<file path="src/logic/mprj_ctrl_cfg.svh">
`ifndef MPRJ_CTRL_CFG_SVH
`define MPRJ_CTRL_CFG_SVH

// Slave window is 256 bytes, matched on the upper 24 address bits
`define MPRJ_BASE_ADR    24'h2300_00

// Byte offsets inside the window
`define MPRJ_DATA_OFS    8'h00     // GPIO data word 0, word k at +4k
`define MPRJ_XFER_OFS    8'h0C     // Serial load start and busy flag
`define MPRJ_IO_OFS      8'h20     // Pad 0 control word, pad i at +4i

// Pad ring size, 1 to 56 pads fit the window
`define MPRJ_IO_PADS     38

// Data words needed to cover all pads
`define MPRJ_IO_WORDS    ((`MPRJ_IO_PADS + 31) / 32)

// Width of one pad control word
`define MPRJ_CTRL_BITS   13

// Control word reset values
`define MPRJ_CTRL_BIDIR  13'h1803  // Pads 0 and 1, JTAG and SDO
`define MPRJ_CTRL_INPUT  13'h0403  // All other pads

`endif

</file>
<file path="src/logic/mprj_ctrl_pkg.sv">
`include "mprj_ctrl_cfg.svh"

package mprj_ctrl_pkg;

    // Field layout of one pad control word, MSB first
    typedef struct packed {
        logic [2:0] dm;             // Drive mode
        logic       vtrip_sel;
        logic       slow_sel;
        logic       analog_pol;
        logic       analog_sel;
        logic       analog_en;
        logic       ib_sel;
        logic       inp_dis;        // Bit 3, also enables mgmt output
        logic       hold_override;
        logic       oeb;            // Bit 1, active low output enable
        logic       mgmt_en;
    } pad_ctrl_fields_t;

    // Raw view for bus access and shifting, field view for decoding
    typedef union packed {
        logic [`MPRJ_CTRL_BITS-1:0] raw;
        pad_ctrl_fields_t           f;
    } pad_ctrl_u;

endpackage

</file>
<file path="src/logic/mprj_ctrl_wb.sv">
`timescale 1ns/10ps
`include "mprj_ctrl_cfg.svh"

module mprj_ctrl_wb (
    input  logic                     clk,
    input  logic                     resetn,

    // Wishbone slave
    input  logic [31:0]              wb_adr_i,
    input  logic [31:0]              wb_dat_i,
    input  logic [3:0]               wb_sel_i,
    input  logic                     wb_we_i,
    input  logic                     wb_cyc_i,
    input  logic                     wb_stb_i,
    output logic [31:0]              wb_dat_o,
    output logic                     wb_ack_o,

    // Pad configuration chain
    output logic                     serial_clock_o,
    output logic                     serial_resetn_o,
    output logic                     serial_data_o,

    // OEB state of the JTAG and SDO pads for the core
    output logic                     sdo_oenb_state_o,
    output logic                     jtag_oenb_state_o,

    input  logic [`MPRJ_IO_PADS-1:0] mgmt_gpio_in_i,
    output logic [`MPRJ_IO_PADS-1:0] mgmt_gpio_out_o,
    output logic [`MPRJ_IO_PADS-1:0] mgmt_gpio_oe_o
);
    import mprj_ctrl_pkg::*;

    logic      valid;
    logic      wen;
    logic      xfer_start;
    logic      busy;
    logic [5:0] pad_sel;
    pad_ctrl_u pad_word;

    assign valid = wb_stb_i && wb_cyc_i;
    assign wen   = wb_we_i && wb_sel_i[0];   // Control words need the low byte lane

    mprj_regs u_regs (
        .clk               (clk),
        .resetn            (resetn),
        .adr_i             (wb_adr_i),
        .wdata_i           (wb_dat_i),
        .valid_i           (valid),
        .wen_i             (wen),
        .rdata_o           (wb_dat_o),
        .ack_o             (wb_ack_o),
        .xfer_start_o      (xfer_start),
        .busy_i            (busy),
        .pad_sel_i         (pad_sel),
        .pad_word_o        (pad_word),
        .gpio_in_i         (mgmt_gpio_in_i),
        .gpio_out_o        (mgmt_gpio_out_o),
        .gpio_oe_o         (mgmt_gpio_oe_o),
        .sdo_oenb_state_o  (sdo_oenb_state_o),
        .jtag_oenb_state_o (jtag_oenb_state_o)
    );

    serial_loader u_loader (
        .clk             (clk),
        .resetn          (resetn),
        .xfer_start_i    (xfer_start),
        .busy_o          (busy),
        .pad_sel_o       (pad_sel),
        .pad_word_i      (pad_word),
        .serial_clock_o  (serial_clock_o),
        .serial_resetn_o (serial_resetn_o),
        .serial_data_o   (serial_data_o)
    );

endmodule

</file>
<file path="src/logic/mprj_regs.sv">
`timescale 1ns/10ps
`include "mprj_ctrl_cfg.svh"

module mprj_regs (
    input  logic                     clk,
    input  logic                     resetn,

    input  logic [31:0]              adr_i,
    input  logic [31:0]              wdata_i,
    input  logic                     valid_i,
    input  logic                     wen_i,
    output logic [31:0]              rdata_o,
    output logic                     ack_o,

    output logic                     xfer_start_o,
    input  logic                     busy_i,
    input  logic [5:0]               pad_sel_i,
    output mprj_ctrl_pkg::pad_ctrl_u pad_word_o,

    input  logic [`MPRJ_IO_PADS-1:0] gpio_in_i,
    output logic [`MPRJ_IO_PADS-1:0] gpio_out_o,
    output logic [`MPRJ_IO_PADS-1:0] gpio_oe_o,
    output logic                     sdo_oenb_state_o,
    output logic                     jtag_oenb_state_o
);
    import mprj_ctrl_pkg::*;

    localparam int PADS      = `MPRJ_IO_PADS;
    localparam int WORDS     = `MPRJ_IO_WORDS;
    localparam int CTRL_BITS = `MPRJ_CTRL_BITS;
    localparam int DATA_WORD = `MPRJ_DATA_OFS >> 2;
    localparam int IO_WORD   = `MPRJ_IO_OFS >> 2;

    logic [PADS-1:0] gpio_q;               // Output data, one bit per pad
    pad_ctrl_u       pad_ctrl_q [PADS];
    logic            ack_q;
    logic            xfer_start_q;
    logic [31:0]     rdata_q;
    logic [31:0]     rd_word;

    logic            base_hit;
    logic            accept;
    logic [5:0]      word_idx;
    logic [5:0]      data_idx;
    logic [5:0]      pad_idx;
    logic            aligned;
    logic            data_hit;
    logic            xfer_hit;
    logic            io_hit;

    // Address decode
    assign base_hit = adr_i[31:8] == `MPRJ_BASE_ADR;
    assign accept   = valid_i && !ack_q && base_hit;   // One access per strobe
    assign word_idx = adr_i[7:2];
    assign aligned  = adr_i[1:0] == 2'b00;
    assign data_idx = word_idx - 6'(DATA_WORD);
    assign pad_idx  = word_idx - 6'(IO_WORD);

    assign data_hit = aligned && int'(word_idx) >= DATA_WORD
                      && int'(word_idx) < DATA_WORD + WORDS;
    assign xfer_hit = adr_i[7:0] == `MPRJ_XFER_OFS;
    assign io_hit   = aligned && int'(word_idx) >= IO_WORD
                      && int'(word_idx) < IO_WORD + PADS;

    // Readback selection, zero for unmapped offsets
    always_comb begin
        rd_word = '0;
        if (data_hit) begin
            for (int p = 0; p < PADS; p++) begin
                if (p / 32 == int'(data_idx)) begin
                    rd_word[p % 32] = gpio_in_i[p];
                end
            end
        end else if (xfer_hit) begin
            rd_word[0] = busy_i;
        end else if (io_hit) begin
            rd_word[CTRL_BITS-1:0] = pad_ctrl_q[pad_idx].raw;
        end
    end

    // Ack and load start strobe
    always_ff @(posedge clk or negedge resetn) begin
        if (!resetn) begin
            ack_q        <= 1'b0;
            xfer_start_q <= 1'b0;
        end else begin
            ack_q        <= accept;
            xfer_start_q <= accept && wen_i && xfer_hit && wdata_i[0];
        end
    end

    always_ff @(posedge clk) begin
        if (accept) begin
            rdata_q <= rd_word;   // Valid together with ack
        end
    end

    // GPIO output data
    always_ff @(posedge clk or negedge resetn) begin
        if (!resetn) begin
            gpio_q <= '0;
        end else if (accept && wen_i && data_hit) begin
            for (int p = 0; p < PADS; p++) begin
                if (p / 32 == int'(data_idx)) begin
                    gpio_q[p] <= wdata_i[p % 32];
                end
            end
        end
    end

    // Pad control words
    always_ff @(posedge clk or negedge resetn) begin
        if (!resetn) begin
            for (int p = 0; p < PADS; p++) begin
                pad_ctrl_q[p].raw <= (p < 2) ? `MPRJ_CTRL_BIDIR : `MPRJ_CTRL_INPUT;
            end
        end else if (accept && wen_i && io_hit) begin
            pad_ctrl_q[pad_idx].raw <= wdata_i[CTRL_BITS-1:0];
        end
    end

    // Management drives a pad only where its input is disabled
    always_comb begin
        for (int p = 0; p < PADS; p++) begin
            gpio_oe_o[p]  = pad_ctrl_q[p].f.inp_dis;
            gpio_out_o[p] = gpio_q[p] & pad_ctrl_q[p].f.inp_dis;
        end
    end

    assign jtag_oenb_state_o = pad_ctrl_q[0].f.oeb;

    // A single pad ring has no SDO pad, report it as not driven
    generate
        if (PADS > 1) begin : g_sdo_pad
            assign sdo_oenb_state_o = pad_ctrl_q[1].f.oeb;
        end else begin : g_no_sdo_pad
            assign sdo_oenb_state_o = 1'b1;
        end
    endgenerate

    assign pad_word_o   = pad_ctrl_q[pad_sel_i];   // Word for the loader
    assign rdata_o      = rdata_q;
    assign ack_o        = ack_q;
    assign xfer_start_o = xfer_start_q;

endmodule

</file>
<file path="src/logic/serial_loader.sv">
`timescale 1ns/10ps
`include "mprj_ctrl_cfg.svh"

module serial_loader (
    input  logic                     clk,
    input  logic                     resetn,

    input  logic                     xfer_start_i,
    output logic                     busy_o,
    output logic [5:0]               pad_sel_o,
    input  mprj_ctrl_pkg::pad_ctrl_u pad_word_i,

    output logic                     serial_clock_o,
    output logic                     serial_resetn_o,
    output logic                     serial_data_o
);
    localparam int CTRL_BITS = `MPRJ_CTRL_BITS;
    localparam logic [5:0] LAST_PAD = 6'(`MPRJ_IO_PADS - 1);

    // FSM encoding
    localparam logic [1:0] ST_IDLE  = 2'd0;
    localparam logic [1:0] ST_START = 2'd1;
    localparam logic [1:0] ST_SHIFT = 2'd2;
    localparam logic [1:0] ST_LOAD  = 2'd3;

    logic [1:0]           state_q;
    logic [5:0]           pad_q;      // Pad being loaded, counts down
    logic [3:0]           cnt_q;      // Bit index in SHIFT, step in LOAD
    logic [CTRL_BITS-1:0] stage_q;    // Staging word, MSB goes out first
    logic                 sclk_q;
    logic                 sresetn_q;

    always_ff @(posedge clk or negedge resetn) begin
        if (!resetn) begin
            state_q   <= ST_IDLE;
            pad_q     <= LAST_PAD;
            cnt_q     <= '0;
            stage_q   <= '0;
            sclk_q    <= 1'b0;
            sresetn_q <= 1'b0;
        end else begin
            case (state_q)
                ST_IDLE: begin
                    sclk_q    <= 1'b0;
                    sresetn_q <= 1'b1;
                    pad_q     <= LAST_PAD;   // Last pad goes in first
                    if (xfer_start_i) begin
                        state_q <= ST_START;
                    end
                end

                ST_START: begin
                    stage_q <= pad_word_i.raw;
                    cnt_q   <= '0;
                    state_q <= ST_SHIFT;
                end

                ST_SHIFT: begin
                    if (!sclk_q) begin
                        sclk_q <= 1'b1;          // Chain samples on this edge
                    end else if (cnt_q == 4'(CTRL_BITS - 1)) begin
                        cnt_q <= '0;
                        if (pad_q == '0) begin
                            state_q <= ST_LOAD;  // Clock stays high into LOAD
                        end else begin
                            sclk_q  <= 1'b0;
                            pad_q   <= pad_q - 6'd1;
                            state_q <= ST_START;
                        end
                    end else begin
                        sclk_q  <= 1'b0;
                        stage_q <= {stage_q[CTRL_BITS-2:0], 1'b0};
                        cnt_q   <= cnt_q + 4'd1;
                    end
                end

                ST_LOAD: begin
                    // Reset pulse while the clock is high latches the chain
                    cnt_q <= cnt_q + 4'd1;
                    case (cnt_q)
                        4'd0: sresetn_q <= 1'b0;
                        4'd1: sresetn_q <= 1'b1;
                        default: begin
                            sclk_q  <= 1'b0;
                            cnt_q   <= '0;
                            state_q <= ST_IDLE;
                        end
                    endcase
                end

                default: state_q <= ST_IDLE;
            endcase
        end
    end

    assign busy_o          = state_q != ST_IDLE;
    assign pad_sel_o       = pad_q;
    assign serial_clock_o  = sclk_q;
    assign serial_resetn_o = sresetn_q;
    assign serial_data_o   = stage_q[CTRL_BITS-1];

endmodule

</file>
<file path="config.mk">
export PLATFORM = sky130hd
export DESIGN_NAME = mprj_ctrl_wb
export DESIGN_NICKNAME = d
export VERILOG_FILES = /design/src/logic/mprj_ctrl_pkg.sv /design/src/logic/mprj_ctrl_wb.sv /design/src/logic/mprj_regs.sv /design/src/logic/serial_loader.sv
export VERILOG_INCLUDE_DIRS = /design/src /design/src/logic
export SDC_FILE = /design/constraint.sdc
export NUM_CORES = 1
export LEC_CHECK = 0
export BUFFER_PORTS_ARGS = -buffer_cell sky130_fd_sc_hd__clkbuf_2
export CAP_MARGIN = 20
export CORE_ASPECT_RATIO = 0.6
export CORE_UTILIZATION = 44
export DETAILED_ROUTE_END_ITERATION = 12
export PLACE_DENSITY = 0.72
export SLEW_MARGIN = 15
export SYNTH_ARGS = -nofsm -noshare
export SYNTH_HDL_FRONTEND = slang
export SYNTH_SLANG_ARGS = --single-unit
export TNS_END_PERCENT = 1
</file>
<file path="constraint.sdc">
create_clock -name clk -period 4.14 [get_ports clk]
set_input_delay 0.621 -clock clk [delete_from_list [all_inputs] [get_ports clk]]
set_output_delay 0.621 -clock clk [all_outputs]
set_load 0.05 [all_outputs]
</file>
==> out/qor.yml <==
run_status:
  outcome: "finished, final reports clean"
drt:
  detail_route.wl_per_cell_um: 30.0
  drtIter0Drc: 2906
  drt-total-wl_um: 107000
  antenna_left: 0
  remaining_drc_errors: 0
  drt_pass1_iterations: 8
  route.vias.total: 23479
  routed_via_density: 6.55
pwr:
  seqPwrFrac: 0.475
  p_per_area_nw_per_um2: 339
  power_switching_share: 0.236
  p_int_mw: 9.39
  vdd_drop_max_mv: 0.312
  p_leak_nw: 16.8
  finalPower_mw: 12.3
  switching_power_mw: 2.90
  combPwrFrac: 0.053
  power.clock.fraction: 0.471
sta:
  relSlewSlack: 0.278
  fin_crit_ns: 3.20
  fin_crit_sh: 0.773
  maxSlewViolCount: 0
  rsz0062_at_grt: "false"
  setup_violations: 0
  tns_ns: 0
  hold_viol: 0
  worst_slack_ns: 0.939
  timing.fmax_mhz: 312
  final.setup_skew_ns: 0.0284
  worst_slew_pin_slew_ns: 1.08
global_routing:
  track_usage: 0.292
  grt_first_pass_wirelength_um: 158000
  antenna_found_initial: 2
  grt_max_degree: 118
  grt_pass1_vias: 23362
  grt_overflow: 0
setup_path:
  crit_type: "in2reg"
  critPathMaxStageDelay_ns: 0.67
  crit_buf_inv: 4
  end_kind: "flip-flop"
  reg2reg_from: "u_loader.pad_sel_o[1]"
  path_common_cell: "buf_4"
  slowest_stage: "nand3_1"
  r2r_end: "u_loader.stage_q[9]"
  cp_cell_sequence: "clkbuf_2, inv_1, ha_1, xnor2_1, nand3_1, buf_4, a31oi_1, a2111oi_1, buf_4, o21ai_0"
  reg2reg_depth: 7
  path_delay_family: "buffers and inverters"
  cp-start-kind: "input port"
  crit_arrival_ns: 3.65
  required_ns: 4.59
  crit_fanout: 11
  r2r_slack_ns: 0.99
clock_network:
  cts_root_buf: "clkbuf_16"
  post_cts_resized: 0
  cts_tree: "built"
  clock_sinks: 593
  post-cts-setup-buffers: 0
  clkTransAtPathRegs_ns: 0.07
  cts_buffers: 57
  cts.htree.levels: 2
  clkLatencyLatePin_ns: 0.65
  hold_buffers: 0
  clock_path_buffers: 3
yosys:
  syn-cell-area_um2: 31900
  synthSimpleGateAreaFrac: 0.0551
  ys_seq_area_frac: 0.475
  ys_ff_latch: 593
  synth_ff_type: "dfrtp_1"
  synth-compound-area-share: 0.0694
  synth_edf_count: 32
  syn_nets: 2530
  async_flop_share: 0.946
  avgSynthCellArea_um2: 13.2
  synth.mux.area_fraction: 0.355
  yosys_warnings: 0
  synth_top_family_by_area: "multiplexers"
  yosysUniqueCellTypes: 66
  synth_xor_area_frac: 0.00110
  synth_fa_ha_area_frac: 0.00471
  synth_cells: 2407
layout:
  regArea_um2: 15200
  diodes: 0
  fin_nets: 2698
  multi_input_area_um2: 15500
  final.fill_count: 6015
  syn_to_final_growth_pct: 13.9
  drive_gt1_frac: 0.513
die:
  rows: 75
  ios: 225
  die_w_um: 349
  core_um2: 70800
  die_h_um: 210
  initial_core_util: 0.450
  die-area_um2: 73500
hold_path:
  holdCritPathClass: "in2async"
placed_design:
  pre_cts_slack_ns: 0.542
  dpl.hpwl_um: 74300
  portBuffers: 221
  place.gp.congestion: 1.01
flow_run:
  drv_cap: 0
## registers in the layout (all words and copies together), names as in the netlist
register                  count
u_loader.stage_q             13
u_loader.pad_sel_o            6
u_loader.serial_clock_o       1
u_regs.gpio_q                38
u_regs.jtag_oenb_state_o      1
u_loader.cnt_q                4
u_regs.ack_o                  1
u_loader.state_q              2
u_regs.rdata_o               32
u_regs.xfer_start_o           1
u_regs.gpio_oe_o             38
u_regs.pad_ctrl_q           454
u_loader.serial_resetn_o      1
u_regs.sdo_oenb_state_o       1
## per-layer routing
| metal | GRT usage | share of wire | vias up |
|---|---|---|---|
| met3 | 0.104 | 0.13 | 224 |
| li1 | - | - | 9405 |
| met1 | 0.421 | 0.42 | 12377 |
| met4 | 0.0847 | 0.029 | 6 |
| met2 | 0.410 | 0.42 | 1467 |
| met5 | 0 | 0.00054 | - |
## layout by cell type, fill, tap and decap left out, drive strengths merged, types with 46 or more instances in the layout
| cell type | count |
|---|---|
| a21oi | 64 |
| dfrtp | 442 |
| nor2 | 55 |
| buf | 139 |
| and2 | 62 |
| mux4 | 159 |
| mux2i | 104 |
| clkbuf | 299 |
| o21ai | 46 |
| nand2 | 146 |
| dfstp | 119 |
| mux2 | 594 |
## synthesized netlist by cell type, types with 7 or more instances
cell | instances | area (um^2)
mux2i_1 | 104 | 1040
buf_4 | 39 | 293
mux2_2 | 594 | 6690
clkbuf_1 | 116 | 435
a211oi_1 | 7 | 52.6
ha_1 | 12 | 150
and2_1 | 62 | 388
nand2b_1 | 14 | 87.6
nor2_1 | 50 | 188
o2111ai_1 | 7 | 61.3
nand3_1 | 18 | 90.1
nor2b_1 | 13 | 81.3
buf_2 | 66 | 330
buf_1 | 26 | 97.6
a221o_1 | 8 | 80.1
inv_1 | 22 | 82.6
edfxtp_1 | 32 | 961
a221oi_1 | 42 | 368
nand2_1 | 140 | 526
nor3_1 | 10 | 50.1
dfrtp_1 | 442 | 11100
o22ai_1 | 40 | 250
dfstp_2 | 119 | 3130
a21oi_1 | 64 | 320
o21ai_0 | 46 | 230
mux4_2 | 159 | 3580
o221ai_1 | 16 | 140
a31oi_1 | 8 | 50.1
a22o_1 | 7 | 61.3
a22oi_1 | 29 | 218
## cell families (layout without fill, tap and decap cells)
| kind of cell | Yosys count | count (layout) |
|---|---|---|
| xor gates and xnor gates | 4 | 4 |
| AOI/OAI and AO/OA | 317 | 317 |
| muxes | 857 | 857 |
| buffers and inverters | 272 | 489 |
| and+or+nand+nor | 352 | 352 |
| DFF | 593 | 593 |
| adders and majority gates | 12 | 12 |
## worst register-to-register path, delay by kind of cell, from the launching register on
kind                   cells  cell delay (ns)
AND/OR/NAND/NOR            1             0.05
multiplexers               2             0.52
flip-flops                 1             1.08
AO/OA/AOI/OAI              3             0.89
buffers and inverters      1             0.51
## power groups by stage
stage	registers, mW	logic (mW)	clock network (mW)
after floorplan	5.94	0.245	0
after global placement	5.94	0.620	0
after detailed placement	5.94	0.634	0
after CTS	5.84	0.636	5.86
after global routing	5.83	0.688	6.10
final	5.84	0.657	5.79
## worst max-delay path by stage
stage | endpoint | depth (start not counted) | from
floorplan | u_loader.pad_sel_o[5] | 13 | u_loader.pad_sel_o[0]
global placement | u_regs.pad_ctrl_q[301] | 9 | wb_adr_i[5]
detailed placement | u_regs.pad_ctrl_q[306] | 9 | wb_adr_i[5]
CTS | u_loader.stage_q[9] | 7 | u_loader.pad_sel_o[1]
global route | u_loader.stage_q[1] | 7 | u_loader.pad_sel_o[0]
finish | u_regs.rdata_o[10] | 10 | wb_adr_i[5]
## metrics by stage
stage | util | cells | hold slack, ns | cell area, um^2
2_1_floorplan | - | 2407 | 0.325 | 31900
3_3_place_gp | 0.484 | 3477 | 0.472 | 34200
3_5_place_dp | 0.484 | 3477 | 0.476 | 34200
4_1_cts | 0.513 | 3585 | 0.0800 | 36300
5_1_grt | 0.513 | 3586 | 0.119 | 36300
6_report | 0.513 | 3586 | 0.0397 | 36300
## cell type report
cell class | count | area share
timing repair buffer | 356 | 0.0635
tap | 962 | 0.0332
multi-input combinational | 1542 | 0.426
sequential | 593 | 0.418
inverter | 25 | 0.00259
clock buffer | 82 | 0.0464
clock inverter | 26 | 0.0101
No activity file was read; power rests on OpenSTA's default activity.
